===== config.mk =====
export PLATFORM = sky130hd
export DESIGN_NAME = load_extend_flat
export DESIGN_NICKNAME = d
export VERILOG_FILES = /design/src/design/dmem_pkg.sv /design/src/design/dmem_if.sv /design/src/design/load_extend.sv /design/src/flat_wrapper.sv
export VERILOG_INCLUDE_DIRS = /design/src /design/src/design
export SDC_FILE = /design/constraint.sdc
export NUM_CORES = 1
export LEC_CHECK = 0
export BUFFER_PORTS_ARGS = -buffer_cell sky130_fd_sc_hd__clkbuf_2
export CORE_MARGIN = 5
export CORE_UTILIZATION = 35
export CTS_BUF_LIST = sky130_fd_sc_hd__clkbuf_8
export DETAILED_ROUTE_END_ITERATION = 7
export PLACE_DENSITY_LB_ADDON = 0.25
export SYNTH_ARGS = -nofsm -noshare
export SYNTH_HDL_FRONTEND = slang
export SYNTH_SLANG_ARGS = --single-unit
export TNS_END_PERCENT = 20

===== constraint.sdc =====
create_clock -name clk_i -period 1.75 [get_ports clk_i]
set_clock_uncertainty 0.05 [all_clocks]
set_input_delay 0.2625 -clock clk_i [delete_from_list [all_inputs] [get_ports clk_i]]
set_output_delay 0.2625 -clock clk_i [all_outputs]
set_load 0.02 [all_outputs]

===== src/design/dmem_macros.svh =====
`ifndef DMEM_MACROS_SVH
`define DMEM_MACROS_SVH

// byte address into the 8 KiB data memory
`define DMEM_ADDR_W 13

// 32-bit words behind that address space (8192 / 4)
`define DMEM_WORDS 2048

// width of one memory word and of the load/store data path
`define DMEM_DATA_W 32

`endif


===== src/design/dmem_pkg.sv =====
package dmem_pkg;

   // access size as it comes from the core, encoded on two bits
   typedef enum logic [1:0] {
      SIZE_BYTE = 2'b00, // lb / lbu / sb
      SIZE_HALF = 2'b01, // lh / lhu / sh
      SIZE_WORD = 2'b10  // lw / sw
   } mem_size_e;          // 2'b11 is not a legal size

   // one read word, seen either lane by lane or as two halfwords
   // byte 0 sits at the lowest address (little endian)
   typedef union packed {
      logic [3:0][7:0]  bytes;  // indexed by addr[1:0]
      logic [1:0][15:0] halves; // indexed by addr[1]
   } dmem_word_u;

endpackage


===== src/design/dmem_if.sv =====
`timescale 1ns/10ps
`include "dmem_macros.svh"

// one memory access per cycle, no handshake
// a strobe that is high means the access happens in this cycle
interface dmem_if;

   logic                      we;    // write strobe
   logic                      re;    // read strobe
   logic [`DMEM_ADDR_W-3:0]   addr;  // word address
   logic [3:0]                be;    // byte lane enables
   logic [`DMEM_DATA_W-1:0]   wdata; // store data, already moved into its lanes
   logic [`DMEM_DATA_W-1:0]   rdata; // combinational read word

   // request stage drives the access
   modport request (output we, re, addr, be, wdata);

   // memory array, reads are not gated by re
   modport memory (input we, addr, be, wdata, output rdata);

   // load stage only watches the read side
   modport monitor (input re, rdata);

endinterface


===== src/design/load_extend.sv =====
`timescale 1ns/10ps
`include "dmem_macros.svh"

// load stage with lane select, sign or zero extension and one register stage
module load_extend (
   input  logic                    clk_i,
   input  logic                    rst_n_i,
   dmem_if.monitor                 mem,
   input  logic [1:0]              offset_i,
   input  dmem_pkg::mem_size_e     size_i,
   input  logic                    unsigned_i,
   output logic [`DMEM_DATA_W-1:0] rdata_o,
   output logic                    rdata_valid_o
);

   dmem_pkg::dmem_word_u    word_u;
   logic [7:0]              byte_sel;
   logic [15:0]             half_sel;
   logic [`DMEM_DATA_W-1:0] ext_c;    // extended value before the register

   assign word_u   = mem.rdata;
   assign byte_sel = word_u.bytes[offset_i];     // byte lane by full offset
   assign half_sel = word_u.halves[offset_i[1]]; // upper or lower half

   // unsigned_i selects zero fill for byte and half loads
   always_comb begin
      unique case (size_i)
         dmem_pkg::SIZE_BYTE: begin
            if (unsigned_i) ext_c = {24'h000000, byte_sel};
            else            ext_c = {{24{byte_sel[7]}}, byte_sel};
         end
         dmem_pkg::SIZE_HALF: begin
            if (unsigned_i) ext_c = {16'h0000, half_sel};
            else            ext_c = {{16{half_sel[15]}}, half_sel};
         end
         default: begin
            ext_c = word_u; // the flag has no meaning for a word load
         end
      endcase
   end

   // the result register loads only on a read strobe
   // valid follows the strobe by exactly one cycle
   always_ff @(posedge clk_i or negedge rst_n_i) begin
      if (!rst_n_i) begin
         rdata_o       <= '0;
         rdata_valid_o <= 1'b0;
      end else begin
         rdata_valid_o <= mem.re;
         if (mem.re) begin
            rdata_o <= ext_c; // holds the last result between loads
         end
      end
   end

   // lane select relies on the read strobe coming only for aligned accesses
   a_read_aligned : assert property (
      @(posedge clk_i) disable iff (!rst_n_i)
      mem.re |-> ((size_i != dmem_pkg::SIZE_HALF) || !offset_i[0]) &&
                 ((size_i != dmem_pkg::SIZE_WORD) || (offset_i == 2'b00))
   ) else $error("load_extend: read strobe for a misaligned access");

endmodule


===== src/flat_wrapper.sv =====
// flat-port wrapper written by rule: the top's interface ports become plain ports
module load_extend_flat 
  (clk_i, rst_n_i, offset_i, size_i, unsigned_i, rdata_o, rdata_valid_o, mem_re, mem_rdata);
  dmem_if mem_i ();
  input  logic clk_i;
  input  logic rst_n_i;
  input  logic [1:0] offset_i;
  input  dmem_pkg::mem_size_e size_i;
  input  logic unsigned_i;
  output logic [`DMEM_DATA_W-1:0] rdata_o;
  output logic rdata_valid_o;
  input wire logic [$bits(mem_i.re)-1:0] mem_re;
  input wire logic [$bits(mem_i.rdata)-1:0] mem_rdata;
  assign mem_i.re = mem_re;
  assign mem_i.rdata = mem_rdata;
  load_extend u_core (.clk_i(clk_i), .rst_n_i(rst_n_i), .mem(mem_i), .offset_i(offset_i), .size_i(size_i), .unsigned_i(unsigned_i), .rdata_o(rdata_o), .rdata_valid_o(rdata_valid_o));
endmodule

# Word level (Yosys, flattened, before mapping)
# Index checks and enable logic that the tools add are counted.
# op_classes
reduce_logical	1
muxes	7
n_eq_ne	1
magnitude_cmp	2
# ops
cell	count
32-bit 2-to-1 mux	2
32-bit case mux with 2 select lines	1
16-bit 2-to-1 mux	2
8-bit binary-select mux with 2-bit select	1
8-bit 2-to-1 mux	1
2-bit by 3-bit < comparator with 1-bit output, second input constant	1
2-bit by 1-bit == test with 1-bit output, second input constant	1
2-bit logical NOT	1
1-bit by 2-bit < comparator with 1-bit output, second input constant	1
# totals
in_bits	40
register_bits	33
elab_cells	13

# Logic depth before layout (Yosys ltp)
# depth
ltp_word	4
depth_mapped	7
mapped_depth_nobuf	4

# Worst setup path after synthesis
# OpenSTA, ideal clock, no wires.
# synth_timing
path_kind	input port to flip-flop
from	in offset_i[1]
to	reg u_core.rdata_o[0]
n_path_buf	1
setup_slack_ns	0.279
setup_ns	0.126
path_stages	4
required_ns	1.574
t_arrival_ns	1.295
path_cell_list	buf_2 mux2_2 a32o_1 a221o_1
# synth_via
elab_chain_cells	4
word_cells_on_any_way	7
classes_between	mux: 7
# synth_lines
item	line	source
from (decl)	flat_wrapper.sv:7	input logic [1:0] offset_i;
8-bit binary-select mux with 2-bit select or 16-bit 2-to-1 mux (tied branches)	load_extend.sv:22, load_extend.sv:23	
8-bit 2-to-1 mux (not written as such) or 16-bit 2-to-1 mux (tied branches)	load_extend.sv:22, load_extend.sv:23	
32-bit 2-to-1 mux (on tied branches)	load_extend.sv:29, load_extend.sv:33	
32-bit case mux with 2 select lines (*)	load_extend.sv:27	unique case (size_i)
to (signal assigned)	load_extend.sv:51	rdata_o <= ext_c;
to (decl)	load_extend.sv:12	output logic [`DMEM_DATA_W-1:0] rdata_o,
# Mark *: on every way between the ends. The rest lies on a longest branch, timed or not. The select of a mux whose other input is x is not followed.
# A chain may end at the register's enable or synchronous reset.

# Worst setup path after layout
# layout_timing
from	in offset_i[1]
to	reg u_core.rdata_o[17]
# The elaborated chain is that of the path after synthesis.

==> metrics.md <==
| Metric | Value |
|---|---|
| Cts bufs inserted | `5` |
| Pins over their slew limit | `0` |
| Area of the multi-input gates | `836 um2` |
| Unrepaired setup endpoints after global routing | `false` |
| Fin Setup TNS | `0 ns` |
| Library cell with the largest summed area after synthesis | `sky130_fd_sc_hd__dfrtp_1` |
| Detailed Routing Iterations Pass 1 | `4` |
| Core Rows | `25` |
| Transition time at the pin with the least slew margin | `0.642 ns` |
| Wire length of the first global-routing pass | `8.02 mm` |
| Clock buffer depth | `2` |
| Clk network pwr share | `0.279` |
| Effective utilization at floorplan | `0.364` |
| Worst hold path startpoint | `mem_rdata[0]` |
| Number of nets in the layout | `308` |
| Required time of the critical path | `1.92 ns` |
| Overall routed net length | `5.00 mm` |
| Worst reg-to-reg path cell count | `2` |
| Root buffer cell | `sky130_fd_sc_hd__clkbuf_8` |
| Io pins | `73` |
| Switching Fraction | `0.328` |
| Leakage component of the power | `1.13 nW` |
| Final worst path period share | `0.806` |
| Internal Power | `0.00132 W` |
| Total number of vias | `1652` |
| Syn nets | `237` |
| Number of DRC violations after detailed-routing iteration 0 | `108` |
| Mean cell area of the mapped netlist | `8.85 um2` |
| Clock edge transition at the registers on the reported setup and hold paths | `0.07 ns` |
| PwrDens | `862 nW/um2` |
| Net switching power of the design | `0.000642 W` |
| Nature of the critical path endpoint | `flip-flop` |
| Fmax achieved | `709 MHz` |
| Setup slack of the worst register-to-register path | `0.80 ns` |
| Run status | `finished clean` |
| Number of setup buffers added after CTS | `0` |
| Dpl hpwl | `3.82 mm` |
| Vias in the first global route | `1629` |
| H-tree depth | `2` |
| Combinational cell fraction of total power | `0.262` |
| Vertical die dimension | `80.6 um` |
| Biggest area contributors in the synthesized netlist | `sky130_fd_sc_hd__dfrtp_1, sky130_fd_sc_hd__nand2_1, sky130_fd_sc_hd__o21ai_0` |
| Origin of the critical flop-to-flop path | `u_core.rdata_o[6]$_DFFE_PN0P_` |
| CTS tree | `yes` |
| Share of the synthesized area in the top cell type | `0.474` |
| CTS sink cnt | `33` |
| Max Cap Viol | `0` |
| Flip-flop and latch count after synthesis | `33` |
| Count of yosys warnings during synthesis | `0` |
| Average routed wire per standard cell | `14.9 um` |
| Port-buffer cells | `72` |
| Clock latency at the later pin of the worst-skew pair | `0.28 ns` |
| Area delta synth->final | `30.3%` |
| IR drop worst, VDD | `0.429 mV` |
| Startpoint kind of the worst setup timing path | `input pin` |
| Global placer's final weighted congestion | `0.810` |
| Worst slew margin | `0.572` |
| Post-Synthesis Cell Area | `1740 um2` |
| Via density per instance | `4.92` |
| Antenna violations before repair | `0` |
| Pin count of the biggest net entering global routing | `39` |
| Library cells used by synthesis | `27` |
| Arr. time, crit path | `1.58 ns` |
| Overflow left after global routing | `0` |
| Number of antenna-violating nets in the routed design | `0` |
| Fraction of power consumed by sequential logic | `0.459` |
| Share of synthesized area occupied by flip-flops and latches | `0.474` |
| Gate Count Post-Synth | `197` |
| Critical-path maximum fanout | `16` |
| Horiz. Die Dim | `80.6 um` |
| Reg2Reg Capture Point | `u_core.rdata_o[6]$_DFFE_PN0P_` |
| Ratio of cells with drive above 1 in the final layout | `0.346` |
| Number of inserted diodes | `0` |
| Final setup vio count | `0` |
| Area of the die | `6490 um2` |
| Number of instances resized during post-cts repair | `0` |
| FF/Latch Area | `826 um2` |
| Worst Hold Path Cells | `2` |
| Worst Hold Endpoint | `u_core.rdata_o[0]$_DFFE_PN0P_` |
| Number of hold violations in the final report | `0` |
| Area of the placeable core | `4790 um2` |
| Final hold slack | `0.163 ns` |
| Class of the most critical setup path | `in2reg` |
| Utilization after layout | `0.475` |
| Post-detailed-route DRC marker count | `0` |
| CTS Hold Bufs | `1` |
| Overall global routing resource usage | `0.164` |
| Minimum period implied by the final worst setup slack | `1.41 ns` |
| Hold Crit Class | `in2reg` |
| Count of fill cells added during filler insertion | `489` |
==> metal layers <==
metal	vias to the layer above	GRT usage	share of wire
met5	-	0	0
met4	0	0.0760	0.031
met3	13	0.0448	0.053
met2	50	0.247	0.45
met1	757	0.218	0.46
li1	832	-	-
==> logic make-up after synthesis <==
kind of cell,after synthesis,synth area share
multiplexers,10,0.0632
flip-flops,33,0.474
AO/OA/AOI/OAI,52,0.196
buffers and inverters,18,0.0467
AND/OR/NAND/NOR,84,0.220
==> worst max-delay path, stage by stage <==
cell                       delay (ns)
sky130_fd_sc_hd__clkbuf_2        0.21
sky130_fd_sc_hd__mux2_1          0.28
sky130_fd_sc_hd__nor2_1          0.05
sky130_fd_sc_hd__or4_1           0.49
sky130_fd_sc_hd__buf_4           0.21
sky130_fd_sc_hd__nand2_1         0.08
==> sequential cells by signal, indices dropped and copies added, names as in the netlist <==
register,cells
u_core.rdata_o,32
u_core.rdata_valid_o,1
==> metrics by stage <==
stage | cells | worst slack [ns] | power (W) | instance area (um2)
after floorplan | 197 | 0.279 | 0.00121 | 1740
after global placement | 327 | 0.0990 | 0.00142 | 2180
after detailed placement | 327 | 0.0436 | 0.00143 | 2180
after CTS | 336 | 0.350 | 0.00198 | 2270
after global routing | 336 | 0.190 | 0.00207 | 2270
final | 336 | 0.339 | 0.00196 | 2270
==> power by group through the flow <==
stage          Combinational (W)  Sequential [W]  Clock [W]
2_1_floorplan           0.000192         0.00101          0
3_3_place_gp            0.000510        0.000913          0
3_5_place_dp            0.000517        0.000910          0
4_1_cts                 0.000520        0.000899   0.000558
5_1_grt                 0.000570        0.000909   0.000594
6_report                0.000512        0.000899   0.000547
==> placed cells by master, fill, tap and decap left out, types with 5 or more instances in the layout <==
cell type                  count
sky130_fd_sc_hd__clkbuf_2     72
sky130_fd_sc_hd__nand2_1      58
sky130_fd_sc_hd__dfrtp_1      33
sky130_fd_sc_hd__o21ai_0      25
sky130_fd_sc_hd__nor2b_1       9
sky130_fd_sc_hd__a21oi_1       9
sky130_fd_sc_hd__nand3b_1      8
sky130_fd_sc_hd__mux2_2        7
sky130_fd_sc_hd__a32o_1        7
sky130_fd_sc_hd__a221o_1       7
sky130_fd_sc_hd__buf_4         6
sky130_fd_sc_hd__clkbuf_8      5
==> worst max-delay path by stage <==
stage / endpoint / from / cells after the start / slack [ns]
floorplan: u_core.rdata_o[0]$_DFFE_PN0P_ / offset_i[1] / 4 / 0.28
global placement: u_core.rdata_o[21]$_DFFE_PN0P_ / offset_i[1] / 6 / 0.1
detailed placement: u_core.rdata_o[17]$_DFFE_PN0P_ / offset_i[1] / 6 / 0.04
CTS: u_core.rdata_o[17]$_DFFE_PN0P_ / offset_i[1] / 6 / 0.35
global route: u_core.rdata_o[12]$_DFFE_PN0P_ / offset_i[1] / 5 / 0.19
finish: u_core.rdata_o[17]$_DFFE_PN0P_ / offset_i[1] / 6 / 0.34
==> synth_stat cells (all sizes together) <==
library cell	count
a221o	7
dfrtp	33
nor2	4
nand2	58
a211oi	1
buf	9
nand2b	1
or3	1
a31oi	1
a32o	7
o32ai	1
a21oi	9
and2	1
clkbuf	7
mux2	8
nor2b	9
clkinv	1
nand3b	8
or4	1
a2111oi	1
o21ai	25
mux2i	2
inv	1
and4	1
==> area by class of cell <==
cell class / instances / share of cell area
multi-input combinational: 146 / 0.368
clock inverter: 3 / 0.00606
sequential: 33 / 0.364
clock buffer: 5 / 0.0303
tap: 67 / 0.0369
inverter: 2 / 0.00331
timing repair buffer: 80 / 0.192
Note: power is estimated with default switching activity, not from simulation.
