`src/design/dmem_macros.svh`:
```
`ifndef DMEM_MACROS_SVH
`define DMEM_MACROS_SVH

// byte address into the 8 KiB data memory
`define DMEM_ADDR_W 13

// 32-bit words behind that address space (8192 / 4)
`define DMEM_WORDS 2048

// width of one memory word and of the load/store data path
`define DMEM_DATA_W 32

`endif

```
`src/design/dmem_pkg.sv`:
```
package dmem_pkg;

   // access size as it comes from the core, encoded on two bits
   typedef enum logic [1:0] {
      SIZE_BYTE = 2'b00, // lb / lbu / sb
      SIZE_HALF = 2'b01, // lh / lhu / sh
      SIZE_WORD = 2'b10  // lw / sw
   } mem_size_e;          // 2'b11 is not a legal size

   // one read word, seen either lane by lane or as two halfwords
   // byte 0 sits at the lowest address (little endian)
   typedef union packed {
      logic [3:0][7:0]  bytes;  // indexed by addr[1:0]
      logic [1:0][15:0] halves; // indexed by addr[1]
   } dmem_word_u;

endpackage

```
`src/design/dmem_if.sv`:
```
`timescale 1ns/10ps
`include "dmem_macros.svh"

// one memory access per cycle, no handshake
// a strobe that is high means the access happens in this cycle
interface dmem_if;

   logic                      we;    // write strobe
   logic                      re;    // read strobe
   logic [`DMEM_ADDR_W-3:0]   addr;  // word address
   logic [3:0]                be;    // byte lane enables
   logic [`DMEM_DATA_W-1:0]   wdata; // store data, already moved into its lanes
   logic [`DMEM_DATA_W-1:0]   rdata; // combinational read word

   // request stage drives the access
   modport request (output we, re, addr, be, wdata);

   // memory array, reads are not gated by re
   modport memory (input we, addr, be, wdata, output rdata);

   // load stage only watches the read side
   modport monitor (input re, rdata);

endinterface

```
`src/design/lsu_request.sv`:
```
`timescale 1ns/10ps
`include "dmem_macros.svh"

// request stage: alignment check, store lane steering, load forwarding
// everything towards the memory is combinational
module lsu_request (
   input  logic                    clk_i,
   input  logic                    rst_n_i,
   input  logic                    load_i,
   input  logic                    store_i,
   input  dmem_pkg::mem_size_e     size_i,
   input  logic [`DMEM_ADDR_W-1:0] addr_i,
   input  logic [`DMEM_DATA_W-1:0] wdata_i,
   dmem_if.request                 mem,
   output logic [1:0]              offset_o,
   output logic                    misalign_o
);

   logic       misalign_c; // address does not fit the size
   logic [3:0] be_c;
   logic [`DMEM_DATA_W-1:0] wdata_c;

   // lane enables and replicated store data per size
   // the replication puts the store data in every lane, be picks the right one
   always_comb begin
      misalign_c = 1'b0;
      be_c       = 4'b0000;
      wdata_c    = wdata_i;
      unique case (size_i)
         dmem_pkg::SIZE_BYTE: begin
            be_c    = 4'b0001 << addr_i[1:0]; // any offset is fine
            wdata_c = {4{wdata_i[7:0]}};
         end
         dmem_pkg::SIZE_HALF: begin
            misalign_c = addr_i[0];                   // must be on an even byte
            be_c       = 4'b0011 << {addr_i[1], 1'b0};
            wdata_c    = {2{wdata_i[15:0]}};
         end
         dmem_pkg::SIZE_WORD: begin
            misalign_c = |addr_i[1:0]; // must be on a word boundary
            be_c       = 4'b1111;
         end
         default: begin
            // unknown size is refused the same way as a bad address
            misalign_c = 1'b1;
         end
      endcase
   end

   // strobes only for accesses that pass the check
   assign mem.we    = store_i & ~misalign_c;
   assign mem.re    = load_i & ~misalign_c;
   assign mem.addr  = addr_i[`DMEM_ADDR_W-1:2];
   assign mem.be    = be_c;
   assign mem.wdata = wdata_c;

   assign offset_o = addr_i[1:0]; // lane select for the load stage

   // misalign is reported one cycle after the access, lined up with rdata_valid_o
   always_ff @(posedge clk_i or negedge rst_n_i) begin
      if (!rst_n_i) begin
         misalign_o <= 1'b0;
      end else begin
         misalign_o <= (load_i | store_i) & misalign_c;
      end
   end

   // core must never ask for a load and a store in the same cycle
   a_no_load_and_store : assert property (
      @(posedge clk_i) disable iff (!rst_n_i) !(load_i && store_i)
   ) else $error("lsu_request: load and store requested together");

endmodule

```
`src/flat_wrapper.sv`:
```
// flat-port wrapper written by rule: the top's interface ports become plain ports
module lsu_request_flat 
  (clk_i, rst_n_i, load_i, store_i, size_i, addr_i, wdata_i, offset_o, misalign_o, mem_we, mem_re, mem_addr, mem_be, mem_wdata);
  dmem_if mem_i ();
  input  logic clk_i;
  input  logic rst_n_i;
  input  logic load_i;
  input  logic store_i;
  input  dmem_pkg::mem_size_e size_i;
  input  logic [`DMEM_ADDR_W-1:0] addr_i;
  input  logic [`DMEM_DATA_W-1:0] wdata_i;
  output logic [1:0] offset_o;
  output logic misalign_o;
  output wire logic [$bits(mem_i.we)-1:0] mem_we;
  output wire logic [$bits(mem_i.re)-1:0] mem_re;
  output wire logic [$bits(mem_i.addr)-1:0] mem_addr;
  output wire logic [$bits(mem_i.be)-1:0] mem_be;
  output wire logic [$bits(mem_i.wdata)-1:0] mem_wdata;
  assign mem_we = mem_i.we;
  assign mem_re = mem_i.re;
  assign mem_addr = mem_i.addr;
  assign mem_be = mem_i.be;
  assign mem_wdata = mem_i.wdata;
  lsu_request u_core (.clk_i(clk_i), .rst_n_i(rst_n_i), .load_i(load_i), .store_i(store_i), .size_i(size_i), .addr_i(addr_i), .wdata_i(wdata_i), .mem(mem_i), .offset_o(offset_o), .misalign_o(misalign_o));
endmodule
```
`config.mk`:
```
export PLATFORM = sky130hd
export DESIGN_NAME = lsu_request_flat
export DESIGN_NICKNAME = d
export VERILOG_FILES = /design/src/design/dmem_pkg.sv /design/src/design/dmem_if.sv /design/src/design/lsu_request.sv /design/src/flat_wrapper.sv
export VERILOG_INCLUDE_DIRS = /design/src /design/src/design
export SDC_FILE = /design/constraint.sdc
export NUM_CORES = 1
export LEC_CHECK = 0
export BUFFER_PORTS_ARGS = -buffer_cell sky130_fd_sc_hd__buf_2
export CORE_UTILIZATION = 31
export CTS_BUF_LIST = sky130_fd_sc_hd__clkbuf_2
export DETAILED_ROUTE_END_ITERATION = 12
export PLACE_DENSITY = 0.83
export SKIP_LAST_GASP = 1
export SYNTH_ARGS = -nofsm -noshare
export SYNTH_HDL_FRONTEND = slang
export SYNTH_SLANG_ARGS = --single-unit
```
`constraint.sdc`:
```
create_clock -name clk_i -period 1.4 [get_ports clk_i]
set_input_delay 0.28 -clock clk_i [delete_from_list [all_inputs] [get_ports clk_i]]
set_output_delay 0.28 -clock clk_i [all_outputs]
set_load 0.02 [all_outputs]
```
After elaboration in Yosys (flattened, before gate mapping)
Index checks and enable logic that the tools add are counted.

storage, ports and cells
  flip-flop bits (word level) = 1
  input bits = 51
  output and inout port bits = 52
  word-level logic and storage cells = 15

operators by class
  equality and inequality tests = 2
  shifts and indexed selects = 2
  muxes and demuxes = 3
  bitwise logic cells = 5
  reductions and logical operators = 2

operator list
  cell                   count
  $pmux W32 S2           1
  $pmux W4 S3            1
  $shl A1 B2 Y4 const A  1
  $shl A2 B2 Y4 const A  1
  $and A1 B1 Y1          3
  $pmux W1 S3            1
  $eq A2 B1 Y1 const B   1
  $eq A2 B2 Y1 const B   1
  $logic_not A2 Y1       1
  $reduce_or A2 Y1       1
  $not A1 Y1             1
  $or A1 B1 Y1           1

Longest topological paths before layout
Gate-level depths: netlist of run 1.

  word-level depth = 4
  depth in mapped cells = 4
  depth with buffers taken out = 3

Least setup slack after synthesis of run 1
Ideal clock, no wire load.

  path kind = input to output
  from = input port size_i[1]
  to = output port mem_wdata[24]
  arrival time = 1.066 ns
  required time = 1.120 ns
  setup slack = 0.054 ns
  stages = 3
  path buffers = 2
  cells stage by stage = buf_6 buf_2 o21ai_0

on the way
  longest elaborated chain between the ends = 2
  elaborated cells on any way between the ends = 3
  classes of those cells = eq/ne (1); mux (1); reduce/logical (1)

RTL lines
  element                                                  line                source
  start: declaration                                       flat_wrapper.sv:9   input dmem_pkg::mem_size_e size_i;
  $eq A2 B1 Y1 / $logic_not A2 Y1 (equally long branches)  lsu_request.sv:29   unique case (size_i)
  $pmux W32 S2 (*)                                         lsu_request.sv:29
  end: declaration                                         flat_wrapper.sv:18  output wire logic [$bits(mem_i.wdata)-1:0] mem_wdata;

Mark *: on every way between the ends. The rest lies on a longest branch, timed or not.

Worst setup path in the final report of run 1
  from = input port size_i[0]
  to = output port mem_wdata[10]

Same word-level chain as after synthesis.

==> metrics.txt, run 1 <==
simple-gate share of the synthesized area=roughly 11%; Final Critical Period=between 1000 and 1500 ps; Placed Cells=roughly 170; largest net degree at the start of global routing=20; DIE AREA=approximately 2500 µm²; Ys Warns=0; clock-pin slew on the worst setup and hold paths=0 ps; # diodes=0; first-pass GRT wire length=2.70 mm; Top reg by flops=u_core.misalign_o; registers with the most flip-flops=u_core.misalign_o: 1 flops; DRC viols=0; Setup TNS Final=0 ps; HPWL after DPL=between 1.5 and 2 mm; I/O Buffers=80; WHS=between 50 and 60 ps; largest area contributor in the netlist=buf_4; Final Max Tran Viols=0; postcts setup bufs=0; Crit Path Category=in2out; hold-fix buffers at CTS=0; Max Cap Viol=0; DRT antenna net count=0; Cell Count, Final, Fillers Out=approximately 170; number of synthesized register bits=1; initial antenna violation count=0; 1st-iter DRT viols=5; critical-path maximum fanout=9; most common cell after layout, fill and taps aside=buf_2; Slew headroom=between 80% and 90%; Worst Setup Start Kind=primary input; Avg WL per Cell=11.1 µm; via count=between 700 and 800; status=complete, no violations; post-synthesis adder-cell area fraction=0%; DR pass1 iterations=6; Critical Path Sink=mem_wdata[10]; routability cong.=between 0.6 and 0.7; Hold Vio Cnt, Final=0; CP arrival=1090 ps; Die H=50.2 µm; synth top area cells=buf_4 (22%), mux2_4 (17%), mux2i_1 (14%); fin crit share=between 90% and 100%; share of the synthesized area in the top cell type=between 20% and 30%; number of global-route vias before repair=644; register area share after synthesis=between 3 and 4%; Req. time, crit path=roughly 1100 ps; combined area of all synthesized cells=a little over 700 µm²; row count=17; Synth Area in Compound Gates=11.5%; Worst setup EP type=output port; leakage=roughly 0.00064 µW; fin util=about 50%; Total GRT Usage=between 10% and 20%; Placeable Area=2190 µm²; Peak Freq=0.731 GHz; Routed WL=1.91 mm; PwrDens=between 400 and 500 nW/µm²; grt ovf=0; Die X=50.2 µm; Post-layout nets=~200; main combinational cell family by area after synthesis=multiplexers; Final WS setup=between 30 and 40 ps; synthesis-to-layout area growth=50.5%; dpl ws=-49.9 ps; most frequent cells in the layout=buf_2 (70), mux2_4 (16), mux2i_1 (10), buf_6 (10), nand2_1 (8); Top-Level Pins=103; Setup violations, final=0; mux contribution to synthesized area=a little over two fifths; Synth Net Count=136; VDD IR-drop max=0.217 mV; post-synth cell types=19; vias per std cell=~4.5; Initial Util=around a third; Synth Instances=85; hold crit path type=in2async; CP startpoint=size_i[0]; Avg Synthesized Cell Area=8.48 µm²; share of cells above drive strength 1=71.5%; xor/xnor share of the synthesized area=0%; Largest register FFs=1; worst-margin pin slew=between 200 and 250 ps
final cells by class:
cell class | instances | area (µm²)
fill | 239 | 1110
inverter | 1 | 3.75
multi-input combinational | 56 | 500
sequential | 1 | 25.0
tap | 28 | 35.0
timing repair buffer | 86 | 520
worst min-delay path by stage:
stage	end	from
floorplan	u_core.misalign_o	rst_n_i
global placement	u_core.misalign_o	rst_n_i
detailed placement	u_core.misalign_o	rst_n_i
CTS	u_core.misalign_o	rst_n_i
global route	u_core.misalign_o	rst_n_i
finish	u_core.misalign_o	rst_n_i
report_power, final:
| part | switching, µW | leakage [µW] | internal [µW] | total [µW] |
|---|---|---|---|---|
| registers | 0.588 | 0.0000121 | 31.9 | 32.5 |
| logic | 240 | 0.000625 | 221 | 460 |
| clock network | 0 | 0 | 0 | 0 |
| total | 240 | 0.000637 | 253 | 493 |
what timing repair did:
action / in CTS / in global routing
setup endpoints to repair: 8 / 9
pin swaps: 1 / 1
resized for setup: 2 / 26
cloned: 0 / 0
synth_stat cells (all sizes together):
| master | count |
|---|---|
| buf | 27 |
| mux2 | 16 |
| mux2i | 10 |
| o21ai | 10 |
| nand2 | 8 |
| a21oi | 5 |
| nor2 | 2 |
| nor2b | 2 |
| dfrtp | 1 |
| inv | 1 |
| nand2b | 1 |
| nor3 | 1 |
| o21a | 1 |
kinds of logic after synthesis:
logic type,Yosys count
compound gates,16
simple gates,14
flops,1
buf+inv,28
mux,26
layer usage:
metal / vias up / GRT usage [%] / wire [µm]
met3: 2 / 1.21 / 146
li1: 393 / - / -
met1: 337 / 14.3 / 693
met2: 38 / 26.4 / 1070
met5: - / 0 / 0
met4: 0 / 0.476 / 2
per-stage QoR:
stage	cell area [µm²]	power, µW
6_report	1080	493
5_1_grt	1080	526
4_1_cts	997	453
3_5_place_dp	992	450
3_3_place_gp	992	446
2_1_floorplan	721	363
worst max-delay path, cell delays in order:
cell and delay, ps:
buf_6 120, nor2_8 220, mux2_4 330, buf_6 130
Power figures use the tool's default switching activity.
==> run 2, diff against run 1 <==
GPL_TIMING_DRIVEN = 0   (was not set)
==> run 2 against run 1 <==
Compared with the run above:
- worst hold slack barely moved
- sequential power barely moved
- cell area up 20%
- first-iteration DRC count is 60% higher
- final cell count is 19% higher
- combinational power rose by 18%
- global-route usage up 2.1 points
- critical path depth did not move
- flip-flop and latch count did not move
- utilization rose by 10 points
==> metrics.txt, run 2 (synthesized netlist as in run 1, its figures left out) <==
Placeable Area=2190 µm² (unchanged); row count=17 (unchanged); sequential share of power=5.6% (was 6.6%); Sw Pwr=276 µW (was 240 µW); Int Pwr=302 µW (was 253 µW); Initial Util=32.9% (unchanged); RSZ-0062 raised after global routing=no; DRT antenna net count=0 (unchanged); critical-path maximum fanout=8 (was 9); Final Max Tran Viols=0 (unchanged); status=complete, no violations (unchanged); Placed Instance Area=1200 µm² (was 992 µm²); Post-layout nets=229 (was 197); Slew headroom=84.2% (was 85.1%); DR pass1 iterations=4 (was 6); Top reg by flops=u_core.misalign_o (unchanged); hold-fix buffers at CTS=0 (unchanged); fin util=59.6% (was 49.5%); worst stage delay on the critical path=330 ps (about the same); Slowest-stage cell, CP=mux2_4 (unchanged); DRC viols=0 (unchanged); fin crit share=98.5% (was 97.7%); 1st-iter DRT viols=8 (was 5); DIE AREA=2520 µm² (unchanged); largest net degree at the start of global routing=11 (was 20); Top-Level Pins=103 (unchanged); Hold Vio Cnt, Final=0 (unchanged); Buf+Inv Stages, Crit Path=2 (unchanged); dpl ws=-15.3 ps (was -49.9 ps); Final Critical Period=1380 ps (was 1370 ps); I/O Buffers=89 (was 80); Worst Setup Start Kind=primary input (unchanged); first-pass GRT wire length=3.07 mm (was 2.70 mm); hold crit path type=in2async (unchanged); Post-Layout Inst Area=1310 µm² (was 1080 µm²); Total GRT Usage=14.9% (was 12.8%); CP arrival=1100 ps (was 1090 ps); share of cells above drive strength 1=76.7% (was 71.5%); Net Sw Frac=47.7% (was 48.7%); initial antenna violation count=0 (unchanged); number of global-route vias before repair=708 (was 644); via count=885 (was 770); grt ovf=0 (unchanged); # diodes=0 (unchanged); VDD IR-drop max=0.284 mV (was 0.217 mV); Setup TNS Final=0 ps (unchanged); Worst setup EP type=output port (unchanged); worst path cell trace=buf_12 -> nor2_8 -> mux2_4 -> buf_6 (was buf_6 -> nor2_8 -> mux2_4 -> buf_6); Peak Freq=0.725 GHz (was 0.731 GHz); crit-path leading delay family=multiplexers (unchanged); footprint of the multi-input gates=500 µm² (unchanged); most common cell after layout, fill and taps aside=buf_2 (unchanged); Req. time, crit path=1120 ps (about the same); Routed WL=2.16 mm (was 1.91 mm); Die H=50.2 µm (unchanged); Avg WL per Cell=10.6 µm (was 11.1 µm); vias per std cell=4.34 (was 4.48); Largest register FFs=1 (unchanged); clock-pin slew on the worst setup and hold paths=0 ps (about the same); synthesis-to-layout area growth=81.1% (was 50.5%); Max Cap Viol=0 (unchanged); Final WS setup=20.6 ps (was 32.6 ps); PwrDens=442 nW/µm² (was 454 nW/µm²); Setup violations, final=0 (unchanged); most frequent cells in the layout=buf_2 (83), buf_4 (23), mux2_4 (16) (was buf_2 (70), mux2_4 (16), mux2i_1 (10), buf_6 (10), nand2_1 (8)); Die X=50.2 µm (unchanged); worst-margin pin slew=237 ps (was 223 ps); fillers=229 (was 239); registers with the most flip-flops=u_core.misalign_o: 1 flops (unchanged); Crit Path Category=in2out (unchanged); Clk pwr share=0% (about the same); routability cong.=0.705 (was 0.689); power share of the combinational group=94.4% (was 93.4%); FF/Latch Area=25.0 µm² (unchanged); leakage=0.000784 µW (was 0.000637 µW); HPWL after DPL=1.72 mm (was 1.54 mm)
run 2: cell count changes in the layout (fill, tap and decap cells not counted), sizes merged:
cell,change
buf,+32
run 2: what timing repair did:
item                                    4_1_cts  5_1_grt
endpoints found under the setup margin        8        8
pin swaps                                     1        1
setup buffers                                 0        2
gates cloned                                  0        0
gates resized for setup                       0       26
run 2: power groups by stage:
stage | Sequential [µW] | Clock [µW] | Combinational (µW)
after CTS | 32.5 | 0 | 501
final | 32.4 | 0 | 545
after floorplan | 36.0 | 0 | 327
after detailed placement | 32.5 | 0 | 501
after global routing | 32.8 | 0 | 581
after global placement | 32.3 | 0 | 496
run 2: routing by layer:
layer / vias up / global-route usage, % / wire length [µm]
met1: 390 / 18.7 / 875
li1: 455 / - / -
met3: 0 / 0.303 / 125
met2: 40 / 29.3 / 1160
met4: 0 / 0 / 0
met5: - / 0 / 0
run 2: metrics by stage:
step	hold slack (ps)	std cells	total power [µW]
finish	58.7	204	577
global route	59.7	204	614
CTS	60.5	202	534
detailed placement	60.3	202	533
global placement	57.4	202	528
floorplan	-15.6	85	363
run 2: worst paths after layout:
check	from	depth (start not counted)	to
setup / recovery	size_i[0]	4	mem_wdata[12]
hold / removal	rst_n_i	1	u_core.misalign_o
min in group clk_i	store_i	2	u_core.misalign_o
max in group asynchronous	rst_n_i	1	u_core.misalign_o
run 2: final cells by class:
class / instances / area share, %
inverters: 1 / 0.288
multi-input cells: 56 / 38.4
flip-flops and latches: 1 / 1.92
plain buffers: 27 / 17.6
well taps: 28 / 2.68
repair buffers: 91 / 39.1
==> run 3, diff against run 2 <==
RECOVER_POWER = 25   (was not set)
==> run 3 against run 2 <==
Compared with the run above:
- global-route usage is the same
- critical path depth is the same
- maximum frequency is essentially flat
- die area is the same
- sequential power is essentially flat
- flip-flop and latch count is the same
- first-iteration DRC count grew 25%
- final cell count is the same
- sequential share of layout area is essentially flat
- via count is the same
- combinational power shrank 0.7%
- cell area shrank 0.96%
- largest cell class unchanged
- highest routed layer unchanged
==> metrics.txt, run 3 (synthesized netlist as in run 1, its figures left out) <==
dpl ws=-15.3 ps (unchanged); Die H=50.2 µm (unchanged); Top-Level Pins=103 (unchanged); initial antenna violation count=0 (unchanged); Setup violations, final=0 (unchanged); Max Cap Viol=0 (unchanged); registers with the most flip-flops=u_core.misalign_o: 1 flops (unchanged); PwrDens=444 nW/µm² (was 442 nW/µm²); Die X=50.2 µm (unchanged); # diodes=0 (unchanged); Worst setup EP type=output port (unchanged); RSZ-0062 raised after global routing=no (unchanged); Top reg by flops=u_core.misalign_o (unchanged); clock-pin slew on the worst setup and hold paths=0 ps (about the same); Crit Path Category=in2out (unchanged); Slew headroom=83.0% (was 84.2%); Peak Freq=0.725 GHz (about the same); Req. time, crit path=1120 ps (about the same); hold crit path type=in2async (unchanged); Final Max Tran Viols=0 (unchanged); leakage=0.000756 µW (was 0.000784 µW); DIE AREA=2520 µm² (unchanged); I/O Buffers=89 (unchanged); vias per std cell=4.34 (unchanged); footprint of the multi-input gates=500 µm² (unchanged); CP arrival=1100 ps (about the same); Initial Util=32.9% (unchanged); 1st-iter DRT viols=10 (was 8); DRC viols=0 (unchanged); Post-Layout Inst Area=1290 µm² (was 1310 µm²); row count=17 (unchanged); Largest register FFs=1 (unchanged); Placed Instance Area=1200 µm² (unchanged); synthesis-to-layout area growth=79.3% (was 81.1%); Post-layout nets=229 (unchanged); Final WS setup=20.9 ps (was 20.6 ps); first-pass GRT wire length=3.07 mm (unchanged); largest net degree at the start of global routing=11 (unchanged); critical-path maximum fanout=8 (unchanged); fin crit share=98.5% (about the same); FF/Latch Area=25.0 µm² (unchanged); Final Critical Period=1380 ps (about the same); Avg WL per Cell=10.6 µm (about the same); CP startpoint=size_i[0] (unchanged); most common cell after layout, fill and taps aside=buf_2 (unchanged); Total GRT Usage=14.9% (unchanged); Worst Setup Start Kind=primary input (unchanged); VDD IR-drop max=0.279 mV (was 0.284 mV); Routed WL=2.17 mm (was 2.16 mm); DRT antenna net count=0 (unchanged); status=complete, no violations (unchanged); number of global-route vias before repair=708 (unchanged); Placeable Area=2190 µm² (unchanged); most frequent cells in the layout=buf_2 (73), buf_4 (23), mux2_4 (16) (was buf_2 (83), buf_4 (23), mux2_4 (16)); worst-margin pin slew=255 ps (was 237 ps); via count=885 (unchanged); DR pass1 iterations=4 (unchanged); fillers=228 (was 229); Critical Path Sink=mem_wdata[12] (unchanged); Hold Vio Cnt, Final=0 (unchanged); share of cells above drive strength 1=71.0% (was 76.7%); grt ovf=0 (unchanged); HPWL after DPL=1.72 mm (unchanged); routability cong.=0.705 (unchanged)
-- run 3: layout make-up --
type                    count  area share, %
well taps                  28           2.71
multi-input cells          56           38.7
repair buffers             91           38.5
inverters                   1          0.290
flip-flops and latches      1           1.94
plain buffers              27           17.8
-- run 3: worst min path at each step --
stage / start / endpoint / slack (ps)
floorplan: rst_n_i / u_core.misalign_o / -20
global placement: rst_n_i / u_core.misalign_o / 60
detailed placement: rst_n_i / u_core.misalign_o / 60
CTS: rst_n_i / u_core.misalign_o / 60
global route: rst_n_i / u_core.misalign_o / 60
finish: rst_n_i / u_core.misalign_o / 60
-- run 3: repair_timing --
item / 4_1_cts / 5_1_grt
buffers inserted: 0 / 2
gates cloned: 0 / 0
hold buffers: 0 / 0
gates resized for setup: 0 / 26
endpoints found under the hold margin: 0 / 0
pin swaps: 1 / 1
setup endpoints to repair: 8 / 8
-- run 3: layer usage --
layer | vias to the layer above | routed length, µm | track usage, %
met4 | 0 | 0 | 0
li1 | 455 | - | -
met3 | 0 | 124 | 0.303
met1 | 390 | 885 | 18.7
met2 | 40 | 1160 | 29.3
met5 | - | 0 | 0
-- run 3: through the flow --
step	total power, µW	instances	hold slack [ps]	TNS, ps	utilization, %
floorplan	363	85	-15.6	0	-
global placement	528	202	57.4	-67.4	54.8
detailed placement	533	202	60.3	-84.1	54.8
CTS	534	202	60.5	0	54.8
global route	610	204	59.7	0	59.0
finish	573	204	58.7	0	59.0
-- run 3: where the power goes --
part | switching [µW] | leakage, µW | internal [µW]
clock network | 0 | 0 | 0
logic | 276 | 0.000744 | 265
registers | 0.570 | 0.0000121 | 31.9
-- run 3: critical path, stage by stage --
cell    delay [ps]
buf_12         120
nor2_8         230
mux2_4         330
buf_6          130
